### src/source/tdc_pkg.sv
package tdc_pkg;

  //////////////////////////////////////////////////////////////////////
  // board constants
  //////////////////////////////////////////////////////////////////////

  // trigger sections A, B and C, section A in the low channel bits
  localparam int NUM_SECTIONS = 3;

  // scaler counters and readout data
  localparam int COUNT_WIDTH = 32;

  //////////////////////////////////////////////////////////////////////
  // configuration
  //////////////////////////////////////////////////////////////////////

  // trigger output setup, shared by both output groups
  typedef struct packed {
    // section enables for trigger output 0, bit 0 is section A
    logic [NUM_SECTIONS-1:0] group_0;
    // section enables for trigger output 1
    logic [NUM_SECTIONS-1:0] group_1;
    // pulse high for hightime+1 cycles
    logic [3:0]              hightime;
    // then ignore the input for deadtime+1 cycles
    logic [3:0]              deadtime;
  } trigger_cfg_t;

  // scaler setup
  typedef struct packed {
    // freeze all counters while busy is high
    logic stop_counting_on_busy;
    // ignore the external latch input
    logic disable_external_latch;
  } scaler_cfg_t;

  //////////////////////////////////////////////////////////////////////
  // state encodings
  //////////////////////////////////////////////////////////////////////

  typedef enum logic [1:0] {
    SHAPER_IDLE = 2'd0,
    SHAPER_HIGH = 2'd1,
    SHAPER_DEAD = 2'd2
  } shaper_state_e;

endpackage

### src/source/trigger_or_tree.sv
`timescale 1ns/1ps

module trigger_or_tree #(
  parameter int SECTION_CHANNELS = 8
) (
  input  logic                                             CLK2X,
  input  logic                                             tdc_reset_start,
  input  logic [tdc_pkg::NUM_SECTIONS*SECTION_CHANNELS-1:0] i_hits,
  input  tdc_pkg::trigger_cfg_t                            i_trigger_cfg,
  output logic [1:0]                                       o_group_trigger
);

  localparam int NUM_CHANNELS      = tdc_pkg::NUM_SECTIONS * SECTION_CHANNELS;
  localparam int NUM_QUADS         = NUM_CHANNELS / 4;
  localparam int QUADS_PER_SECTION = SECTION_CHANNELS / 4;

  logic [NUM_QUADS-1:0]             quad_or;
  logic [NUM_QUADS-1:0]             quad_or_q;
  logic [tdc_pkg::NUM_SECTIONS-1:0] section_or;
  logic [tdc_pkg::NUM_SECTIONS-1:0] section_or_q;
  logic [tdc_pkg::NUM_SECTIONS-1:0] group_0_q;
  logic [tdc_pkg::NUM_SECTIONS-1:0] group_1_q;
  logic [1:0]                       group_or_q;

  //////////////////////////////////////////////////////////////////////
  // leaf and section reductions
  //////////////////////////////////////////////////////////////////////

  // four channels per leaf
  always_comb begin
    for (int q = 0; q < NUM_QUADS; q++) begin
      quad_or[q] = |i_hits[4*q +: 4];
    end
  end

  always_comb begin
    for (int s = 0; s < tdc_pkg::NUM_SECTIONS; s++) begin
      section_or[s] = |quad_or_q[s*QUADS_PER_SECTION +: QUADS_PER_SECTION];
    end
  end

  //////////////////////////////////////////////////////////////////////
  // four register stages, hit to group output in 4 cycles
  //////////////////////////////////////////////////////////////////////

  always_ff @(posedge CLK2X) begin
    if (tdc_reset_start) begin
      quad_or_q    <= '0;
      section_or_q <= '0;
      group_0_q    <= '0;
      group_1_q    <= '0;
      group_or_q   <= '0;
    end else begin
      quad_or_q    <= quad_or;
      section_or_q <= section_or;
      // only enabled sections reach a group
      group_0_q    <= section_or_q & i_trigger_cfg.group_0;
      group_1_q    <= section_or_q & i_trigger_cfg.group_1;
      group_or_q   <= {|group_1_q, |group_0_q};
    end
  end

  assign o_group_trigger = group_or_q;

endmodule

### src/source/output_shaper.sv
`timescale 1ns/1ps

module output_shaper (
  input  logic                  CLK2X,
  input  logic                  tdc_reset_start,
  input  logic                  i_level,
  input  tdc_pkg::trigger_cfg_t i_trigger_cfg,
  output logic                  o_pulse
);

  tdc_pkg::shaper_state_e state;
  logic [3:0]             count_q;

  //////////////////////////////////////////////////////////////////////
  // pulse FSM
  //////////////////////////////////////////////////////////////////////

  // count_q holds the cycles left in the current phase minus one
  always_ff @(posedge CLK2X) begin
    if (tdc_reset_start) begin
      state   <= tdc_pkg::SHAPER_IDLE;
      count_q <= '0;
    end else begin
      case (state)
        tdc_pkg::SHAPER_IDLE: begin
          if (i_level) begin
            state   <= tdc_pkg::SHAPER_HIGH;
            count_q <= i_trigger_cfg.hightime;
          end
        end
        tdc_pkg::SHAPER_HIGH: begin
          if (count_q == '0) begin
            state   <= tdc_pkg::SHAPER_DEAD;
            count_q <= i_trigger_cfg.deadtime;
          end else begin
            count_q <= count_q - 4'd1;
          end
        end
        tdc_pkg::SHAPER_DEAD: begin
          // input is ignored until the dead time runs out
          if (count_q == '0) begin
            state <= tdc_pkg::SHAPER_IDLE;
          end else begin
            count_q <= count_q - 4'd1;
          end
        end
        default: begin
          state   <= tdc_pkg::SHAPER_IDLE;
          count_q <= '0;
        end
      endcase
    end
  end

  assign o_pulse = (state == tdc_pkg::SHAPER_HIGH);

endmodule

### src/source/scaler_bank.sv
`timescale 1ns/1ps

module scaler_bank #(
  parameter int SECTION_CHANNELS = 8
) (
  input  logic                                   CLK2X,
  input  logic                                   tdc_reset_start,
  input  logic [tdc_pkg::NUM_SECTIONS*SECTION_CHANNELS-1:0] i_hits,
  input  logic                                   i_busy,
  input  logic                                   i_ext_latch,
  input  logic                                   i_bus_latch,
  input  logic                                   i_counter_reset,
  input  tdc_pkg::scaler_cfg_t                   i_scaler_cfg,
  output logic [tdc_pkg::COUNT_WIDTH-1:0]        o_latched_clock,
  output logic [tdc_pkg::NUM_SECTIONS*SECTION_CHANNELS*tdc_pkg::COUNT_WIDTH-1:0]
                                                 o_latched_counts
);

  localparam int NUM_CHANNELS = tdc_pkg::NUM_SECTIONS * SECTION_CHANNELS;
  localparam int CW           = tdc_pkg::COUNT_WIDTH;

  logic                               inhibit;
  logic [NUM_CHANNELS-1:0]            hit_q;
  logic                               clock_en_q;
  logic                               ext_latch_q;
  logic                               ext_latch_rise;
  logic                               latch_strobe;
  logic [CW-1:0]                      clock_count_q;
  logic [CW-1:0]                      latched_clock_q;
  logic [NUM_CHANNELS-1:0][CW-1:0]    counts_q;
  logic [NUM_CHANNELS-1:0][CW-1:0]    latched_counts_q;

  //////////////////////////////////////////////////////////////////////
  // busy gating
  //////////////////////////////////////////////////////////////////////

  assign inhibit = i_busy & i_scaler_cfg.stop_counting_on_busy;

  // hits and the clock enable share one stage so the counts stay aligned
  always_ff @(posedge CLK2X) begin
    if (tdc_reset_start) begin
      hit_q      <= '0;
      clock_en_q <= 1'b0;
    end else begin
      hit_q      <= i_hits & {NUM_CHANNELS{~inhibit}};
      clock_en_q <= ~inhibit;
    end
  end

  //////////////////////////////////////////////////////////////////////
  // channel counters and reference clock counter
  //////////////////////////////////////////////////////////////////////

  always_ff @(posedge CLK2X) begin
    if (tdc_reset_start || i_counter_reset) begin
      counts_q      <= '0;
      clock_count_q <= '0;
    end else begin
      for (int ch = 0; ch < NUM_CHANNELS; ch++) begin
        counts_q[ch] <= counts_q[ch] + {{(CW-1){1'b0}}, hit_q[ch]};
      end
      clock_count_q <= clock_count_q + {{(CW-1){1'b0}}, clock_en_q};
    end
  end

  //////////////////////////////////////////////////////////////////////
  // latch strobe and latched copies
  //////////////////////////////////////////////////////////////////////

  always_ff @(posedge CLK2X) begin
    if (tdc_reset_start) begin
      ext_latch_q <= 1'b0;
    end else begin
      ext_latch_q <= i_ext_latch;
    end
  end

  // external input only counts on its rising edge
  assign ext_latch_rise = i_ext_latch & ~ext_latch_q;
  assign latch_strobe   = i_bus_latch |
                          (ext_latch_rise & ~i_scaler_cfg.disable_external_latch);

  // snapshot of the counts as they stand at the strobe edge
  always_ff @(posedge CLK2X) begin
    if (tdc_reset_start) begin
      latched_counts_q <= '0;
      latched_clock_q  <= '0;
    end else if (latch_strobe) begin
      latched_counts_q <= counts_q;
      latched_clock_q  <= clock_count_q;
    end
  end

  assign o_latched_clock  = latched_clock_q;
  assign o_latched_counts = latched_counts_q;

endmodule

### src/source/scaler_readout.sv
`timescale 1ns/1ps

module scaler_readout #(
  parameter int SECTION_CHANNELS = 8
) (
  input  logic                            CLK2X,
  input  logic                            tdc_reset_start,
  input  logic                            i_read_clock,
  input  logic                            i_read_next,
  input  logic [tdc_pkg::COUNT_WIDTH-1:0] i_latched_clock,
  input  logic [tdc_pkg::NUM_SECTIONS*SECTION_CHANNELS*tdc_pkg::COUNT_WIDTH-1:0]
                                          i_latched_counts,
  output logic [tdc_pkg::COUNT_WIDTH-1:0] o_read_data,
  output logic                            o_read_valid
);

  localparam int NUM_CHANNELS = tdc_pkg::NUM_SECTIONS * SECTION_CHANNELS;
  localparam int CW           = tdc_pkg::COUNT_WIDTH;
  localparam int PTR_WIDTH    = $clog2(NUM_CHANNELS);
  localparam logic [PTR_WIDTH-1:0] LAST_CHANNEL = PTR_WIDTH'(NUM_CHANNELS - 1);

  logic [NUM_CHANNELS-1:0][CW-1:0] counts;
  logic [PTR_WIDTH-1:0]            read_ptr_q;
  logic [CW-1:0]                   read_data_q;
  logic                            read_valid_q;

  // per-channel view of the flat latched vector
  assign counts = i_latched_counts;

  //////////////////////////////////////////////////////////////////////
  // read pointer and data register
  //////////////////////////////////////////////////////////////////////

  // a clock read rewinds, a channel read returns the pointed count and
  // steps on, holding at the last channel
  always_ff @(posedge CLK2X) begin
    if (tdc_reset_start) begin
      read_ptr_q   <= '0;
      read_data_q  <= '0;
      read_valid_q <= 1'b0;
    end else begin
      read_valid_q <= i_read_clock | i_read_next;
      if (i_read_clock) begin
        read_data_q <= i_latched_clock;
        read_ptr_q  <= '0;
      end else if (i_read_next) begin
        read_data_q <= counts[read_ptr_q];
        if (read_ptr_q != LAST_CHANNEL) begin
          read_ptr_q <= read_ptr_q + PTR_WIDTH'(1);
        end
      end
    end
  end

  assign o_read_data  = read_data_q;
  assign o_read_valid = read_valid_q;

endmodule

### src/source/trigger_scaler_top.sv
`timescale 1ns/1ps

module trigger_scaler_top #(
  parameter int SECTION_CHANNELS = 8
) (
  input  logic                                             CLK2X,
  input  logic                                             tdc_reset_start,
  input  logic [tdc_pkg::NUM_SECTIONS*SECTION_CHANNELS-1:0] i_hits,
  input  tdc_pkg::trigger_cfg_t                            i_trigger_cfg,
  input  tdc_pkg::scaler_cfg_t                             i_scaler_cfg,
  input  logic                                             i_busy,
  input  logic                                             i_ext_latch,
  input  logic                                             i_counter_reset,
  input  logic                                             i_bus_latch,
  input  logic                                             i_read_clock,
  input  logic                                             i_read_next,
  output logic [1:0]                                       o_trigger,
  output logic [tdc_pkg::COUNT_WIDTH-1:0]                  o_read_data,
  output logic                                             o_read_valid
);

  localparam int NUM_CHANNELS = tdc_pkg::NUM_SECTIONS * SECTION_CHANNELS;

  logic [1:0]                                       group_trigger;
  logic [tdc_pkg::COUNT_WIDTH-1:0]                  latched_clock;
  logic [NUM_CHANNELS*tdc_pkg::COUNT_WIDTH-1:0]     latched_counts;

  //////////////////////////////////////////////////////////////////////
  // trigger path
  //////////////////////////////////////////////////////////////////////

  trigger_or_tree #(
    .SECTION_CHANNELS (SECTION_CHANNELS)
  ) u_or_tree (
    .CLK2X           (CLK2X),
    .tdc_reset_start (tdc_reset_start),
    .i_hits          (i_hits),
    .i_trigger_cfg   (i_trigger_cfg),
    .o_group_trigger (group_trigger)
  );

  // one shaper per trigger group
  output_shaper u_shaper_0 (
    .CLK2X           (CLK2X),
    .tdc_reset_start (tdc_reset_start),
    .i_level         (group_trigger[0]),
    .i_trigger_cfg   (i_trigger_cfg),
    .o_pulse         (o_trigger[0])
  );

  output_shaper u_shaper_1 (
    .CLK2X           (CLK2X),
    .tdc_reset_start (tdc_reset_start),
    .i_level         (group_trigger[1]),
    .i_trigger_cfg   (i_trigger_cfg),
    .o_pulse         (o_trigger[1])
  );

  //////////////////////////////////////////////////////////////////////
  // scaler path
  //////////////////////////////////////////////////////////////////////

  scaler_bank #(
    .SECTION_CHANNELS (SECTION_CHANNELS)
  ) u_scaler_bank (
    .CLK2X            (CLK2X),
    .tdc_reset_start  (tdc_reset_start),
    .i_hits           (i_hits),
    .i_busy           (i_busy),
    .i_ext_latch      (i_ext_latch),
    .i_bus_latch      (i_bus_latch),
    .i_counter_reset  (i_counter_reset),
    .i_scaler_cfg     (i_scaler_cfg),
    .o_latched_clock  (latched_clock),
    .o_latched_counts (latched_counts)
  );

  scaler_readout #(
    .SECTION_CHANNELS (SECTION_CHANNELS)
  ) u_scaler_readout (
    .CLK2X            (CLK2X),
    .tdc_reset_start  (tdc_reset_start),
    .i_read_clock     (i_read_clock),
    .i_read_next      (i_read_next),
    .i_latched_clock  (latched_clock),
    .i_latched_counts (latched_counts),
    .o_read_data      (o_read_data),
    .o_read_valid     (o_read_valid)
  );

endmodule

### config.mk
export PLATFORM = sky130hd
export DESIGN_NAME = trigger_scaler_top
export DESIGN_NICKNAME = d
export VERILOG_FILES = /design/src/source/tdc_pkg.sv /design/src/source/trigger_or_tree.sv /design/src/source/output_shaper.sv /design/src/source/scaler_bank.sv /design/src/source/scaler_readout.sv /design/src/source/trigger_scaler_top.sv
export SDC_FILE = /design/constraint.sdc
export NUM_CORES = 2
export LEC_CHECK = 0
export BUFFER_PORTS_ARGS = -buffer_cell sky130_fd_sc_hd__buf_2
export CELL_PAD_IN_SITES_DETAIL_PLACEMENT = 2
export CELL_PAD_IN_SITES_GLOBAL_PLACEMENT = 2
export CORE_MARGIN = 5
export CORE_UTILIZATION = 33
export CTS_BUF_LIST = sky130_fd_sc_hd__clkbuf_16
export DETAILED_ROUTE_END_ITERATION = 8
export PLACE_DENSITY = 0.83
export SLEW_MARGIN = 20
export SYNTH_ARGS = -nofsm -noshare
export SYNTH_HDL_FRONTEND = slang
export SYNTH_SLANG_ARGS = --single-unit
### constraint.sdc
create_clock -name CLK2X -period 2.2 [get_ports CLK2X]
set_input_delay 0.33 -clock CLK2X [delete_from_list [all_inputs] [get_ports CLK2X]]
set_output_delay 0.33 -clock CLK2X [all_outputs]
set_load 0.03 [all_outputs]
* Word-level counts from Yosys, hierarchy flattened
Cells that the tools add are included.
Word-level totals: register bits after elaboration 1693, input port bits 48, output and inout port bits 35, word-level logic and storage cells 161
Cells by class: $add $sub $neg 28, magnitude comparators 1, equal/unequal tests 13, muxes and demuxes 20, bitwise operators 11, reductions and logical operators 23
Operators by type and width (number):
- 32-bit by 1-bit adder with 32-bit output | 25
- 32-bit binary-select mux with 5-bit select | 1
- 32-bit 2-to-1 mux | 3
- 24-bit AND | 1
- 4-bit 2-to-1 mux | 6
- 4-bit one-hot mux with 3 select lines | 2
- 4-bit OR reduction | 6
- 2-bit 2-to-1 mux | 6
- 2-bit inequality test, second input constant | 6
- 2-bit one-hot mux with 3 select lines | 2
- 4-bit zero test | 2
- 2-bit OR reduction | 4
- 4-bit by 1-bit subtractor with 4-bit output, second input constant | 2
- 3-bit AND | 2
- 5-bit by 6-bit less-than comparator with 1-bit output, second input constant | 1
- 2-bit AND reduction | 3
- 3-bit AND reduction | 2
- 3-bit OR reduction | 2
- 5-bit by 1-bit adder with 5-bit output, second input constant | 1
- 5-bit inequality test, second input constant | 1
- 2-bit by 1-bit == test with 1-bit output, second input constant | 2
- 2-bit == test, second input constant | 2
- 2-bit zero test | 2
- 2-bit by 1-bit inequality test with 1-bit output, second input constant | 2
- other kinds (5) | 10

* Logic depth before layout (Yosys ltp)
depth in word-level cells 4, depth in mapped cells 9, gate-level depth less buffers 7

* By module
From an unflattened synthesis, not the netlist that was laid out.
Second synthesis, totals: cell total of the unflattened synthesis 8350, area, all modules 71800.1 um^2
By module, submodules not included:
- scaler_bank | times used 1, cells each 7579, area an instance 62825.3 um^2
- scaler_readout | times used 1, cells each 601, area an instance 7529.7 um^2
- output_shaper | times used 2, cells each 62, area an instance 470.5 um^2
- trigger_or_tree | times used 1, cells each 46, area an instance 504.2 um^2

* Worst setup path after synthesis
OpenSTA, ideal clock, no wires.
path kind register to register, start reg u_scaler_readout.read_ptr_q[0], end reg u_scaler_readout.read_data_q[0], in the netlist u_scaler_readout.o_read_data[0], arrival 1.947 ns, required time 2.068 ns, slack 0.121 ns, cell stages (with the launch flop) 9, path buffers 3, clock period less this slack 2.079 ns, path through dfxtp_1 -> buf_2 -> buf_2 -> buf_2 -> mux4_2 -> a22oi_1 -> nor2_1 -> nor4_1 -> nor3_1
On the way: cells in the longest elaborated chain, start to end 4
Ends and longest elaborated chain:
- start, declared | line scaler_readout.sv:23 | logic [PTR_WIDTH-1:0] read_ptr_q;
- start signal, assigned | line scaler_readout.sv:49 | read_ptr_q <= read_ptr_q + PTR_WIDTH'(1);
- 32-bit binary-select mux with 5-bit select | line scaler_readout.sv:47 | read_data_q <= counts[read_ptr_q];
- 32-bit 2-to-1 mux (not written as such) | line scaler_readout.sv:47
- 32-bit 2-to-1 mux | line scaler_readout.sv:46 | end else if (i_read_next) begin
- 32-bit 2-to-1 mux | line scaler_readout.sv:43 | if (i_read_clock) begin
- end signal, assigned | line scaler_readout.sv:44 | read_data_q <= i_latched_clock;
- end signal, assigned | line scaler_readout.sv:47
- end, declared | line scaler_readout.sv:24 | logic [CW-1:0] read_data_q;
Every way passes these cells. The select of a mux whose other input is x is not followed. A chain may end at the register's enable or synchronous reset.

* Worst setup path in the final report
start reg u_scaler_readout.read_ptr_q[1], end reg u_scaler_readout.read_data_q[9], in the netlist u_scaler_readout.o_read_data[9]
Same word-level chain as after synthesis.

==> metrics.yaml <==
p_leak_nw: 28.1
synth_edf_count: 0
ys.flop_type: "dfxtp_1"
intPower_mw: 48.4
yosys_warnings: 0
die_width_um: 476
syn_inst: 8503
finalWirelength_um: 384000
rsz0062_at_grt: "yes"
post-route-drc-count: 0
p_clk_frac: 0.481
startpoint_type: "register"
status: "complete, but fails checks"
grt_pass1_vias: 74114
powerDensity_nw_per_um2: 766
clock-root-buffer: "clkbuf_16"
regToRegStartpoint: "u_scaler_readout.read_ptr_q[1]"
synth_cell_type_count: 70
gp_congestion: 0.904
num_io_pins: 83
vdd_drop_max_mv: 0.870
p_comb_frac: 0.052
min_path_type: "primary input to register"
drive_gt1_frac: 0.138
finalWorstSetupSlack_ns: -0.396
wl_per_cell_um: 32.4
hpwl_um: 216000
port_buffers: 82
tightest_slew_ns: 0.973
drtIter0Drc: 7184
worstHoldStart: "i_bus_latch"
die_area_um2: 226000
synthTopCellsByArea: "dfxtp_1 (47%), nand2_1 (10%), a21oi_1 (6.6%)"
grt_max_degree: 170
route.vias.total: 72184
ant_nets: 0
syn_avg_cell_area_um2: 8.42
cp.required_ns: 2.98
r2r_setup_slack_ns: -0.40
worst-path-max-fanout: 8
h-tree-depth: 4
synth_top_area_frac: 0.473
numCtsBuffers: 189
fp-row-count: 171
synthesis.nets: 8605
synthArstFlopShare: 0
dpl_worst_slack_ns: -0.274
worstPathArrival_ns: 3.38
nFillCells: 23450
final_nets: 8914
whs_path_depth: 4
initial_core_util: 0.331
grt_pass1_wl_um: 497000
setup_violations: 114
maxCapViolCount: 0
cts.sinks: 1693
fin_crit_ns: 2.60
seq_power_share: 0.468
p_sw_frac: 0.269
fmax_mhz: 385
grt.total_usage: 0.287
violations: "negative setup slack"
cts_tree: "built"
fin_skew_ns: 0.0778
clk_path_buf_depth: 3
synth_seq_cells: 1693
drt_pre_antenna_iters: 6
reg2reg_to: "u_scaler_readout.o_read_data[9]"
endpoint_kind: "register"
min_to: "u_scaler_bank.o_latched_counts[489]"
hold_viol: 0
antenna_found_initial: 58
syn-cell-area_um2: 71600
worstRegToRegCells: 8
die_y_um: 476
grt_overflow: 0
ys_seq_area_frac: 0.473
switchingPower_mw: 17.8
yosys.area.top_type: "dfxtp_1"
clk_latency_ns: 0.89
finalCritPeriodShare: 1.18
via_per_inst: 6.09
critPathKind: "register to register"
slew_viol_final: 0
relSlewSlack: 0.351
utilization: 0.399
core_um2: 217000
cts.clk_slew.worst_paths_ns: 0.07
syn_to_final_growth_pct: 20.8
==> cells in the final DEF, fill, tap and decap left out, types with 112 or more instances in the layout <==
| cell type | Yosys | routed |
|---|---|---|
| nand2_1 | 1925 | 1906 |
| dfxtp_1 | 1693 | 1680 |
| a21oi_1 | 951 | 944 |
| nor2_1 | 813 | 808 |
| buf_4 | 2 | 385 |
| xnor2_1 | 354 | 354 |
| xor2_1 | 282 | 282 |
| nand3_1 | 251 | 247 |
| clkbuf_16 | 0 | 195 |
| nand4_1 | 194 | 194 |
| inv_1 | 104 | 161 |
| nor3_1 | 176 | 141 |
| mux4_2 | 128 | 128 |
| mux2i_1 | 125 | 120 |
| and4_1 | 114 | 112 |
==> per-stage QoR <==
step                      setup TNS [ns]  cell area [um^2]  power [mW]  cells  hold WS [ns]
after floorplan                        0             71600        33.1   8503         0.411
after global placement             -2.91             77800        34.4  11348         0.435
after detailed placement           -5.56             77800        34.5  11348         0.445
after CTS                        -0.0160             84900        65.1  11764        0.0166
after global routing              -12.45             86400        67.6  11826        0.0437
final                              -9.98             86500        66.2  11850        0.0489
==> metal layers <==
layer  GRT usage  share of wire
met5           0        0.00074
met4       0.206          0.096
met3      0.0500          0.080
met2       0.475           0.46
met1       0.336           0.36
==> kinds of logic after synthesis <==
group	Yosys count	synth area share
AND/OR/NAND/NOR	3987	0.251
flip-flops	1693	0.473
AO/OA/AOI/OAI	1245	0.0954
XOR/XNOR	636	0.0778
buffers and inverters	628	0.0339
multiplexers	260	0.0588
adder cells (fa/ha/maj)	54	0.00943
==> final cells by class <==
type	instances	area [um^2]	area share
flip-flops and latches	1693	33900	0.392
diodes	34	85.1	0.000984
well taps	2854	3570	0.0413
clock buffers	191	4780	0.0553
multi-input cells	6182	36600	0.423
repair buffers	642	6170	0.0714
clock inverters	150	1000	0.0116
inverters	104	390	0.00451
==> synthesized netlist by cell type (125+ instances only) <==
library cell and number:
mux2i_1 125, xnor2_1 354, nor3_1 176, nor2_1 813, xor2_1 282, nand3_1 251, mux4_2 128, nor4_1 134
nand2_1 1925, clkbuf_1 452, dfxtp_1 1693, nand4_1 194, a21oi_1 951
==> worst max-delay path, stage by stage (launching register included) <==
cell and delay, ns:
dfxtp_4 0.43, buf_6 0.22, buf_4 0.25, mux2i_1 0.12
buf_4 0.16, a22oi_2 0.75, and3_1 0.30, nor4_2 0.06
nor3_1 0.22
==> power by group through the flow <==
stage	Sequential [mW]	Combinational, mW	Clock (mW)
6_report	31.0	3.44	31.8
4_1_cts	30.9	3.08	31.1
2_1_floorplan	31.6	1.57	0
3_3_place_gp	31.6	2.78	0
3_5_place_dp	31.6	2.87	0
5_1_grt	30.9	3.55	33.1
==> worst max path at each step <==
| stage | to | slack [ns] | startpoint | cells after the start |
|---|---|---|---|---|
| CTS | u_scaler_readout.o_read_data[23] | -0.02 | u_scaler_readout.read_ptr_q[0] | 8 |
| detailed placement | u_scaler_bank.counts_q[630] | -0.27 | u_scaler_bank.counts_q[608] | 8 |
| finish | u_scaler_readout.o_read_data[9] | -0.40 | u_scaler_readout.read_ptr_q[1] | 8 |
| global placement | u_scaler_bank.counts_q[630] | -0.17 | u_scaler_bank.counts_q[608] | 8 |
| global route | u_scaler_readout.o_read_data[9] | -0.35 | u_scaler_readout.read_ptr_q[1] | 8 |
| floorplan | u_scaler_readout.o_read_data[0] | 0.12 | u_scaler_readout.read_ptr_q[0] | 8 |
==> registers in the layout, indices dropped and copies added, names as in the netlist <==
register                        flops
u_scaler_readout.read_ptr_q         5
u_shaper_1.state                    2
u_scaler_readout.o_read_valid       1
u_shaper_0.count_q                  4
u_scaler_bank.o_latched_clock      32
u_shaper_0.state                    2
u_scaler_bank.clock_en_q            1
u_scaler_readout.o_read_data       32
u_or_tree.quad_or_q                 6
u_or_tree.section_or_q              3
u_scaler_bank.o_latched_counts    768
u_or_tree.group_0_q                 3
u_scaler_bank.ext_latch_q           1
u_scaler_bank.counts_q            768
u_or_tree.o_group_trigger           2
u_shaper_1.count_q                  4
u_scaler_bank.clock_count_q        32
u_scaler_bank.hit_q                24
u_or_tree.group_1_q                 3
==> what timing repair did <==
item,in CTS,in global routing
gates cloned,5,4
pin swaps,14,53
buffers inserted,24,49
hold buffers,46,0
gates resized for setup,104,214
hold endpoints to repair,52,0
setup endpoints to repair,82,168
No activity file was read; power rests on OpenSTA's default activity.
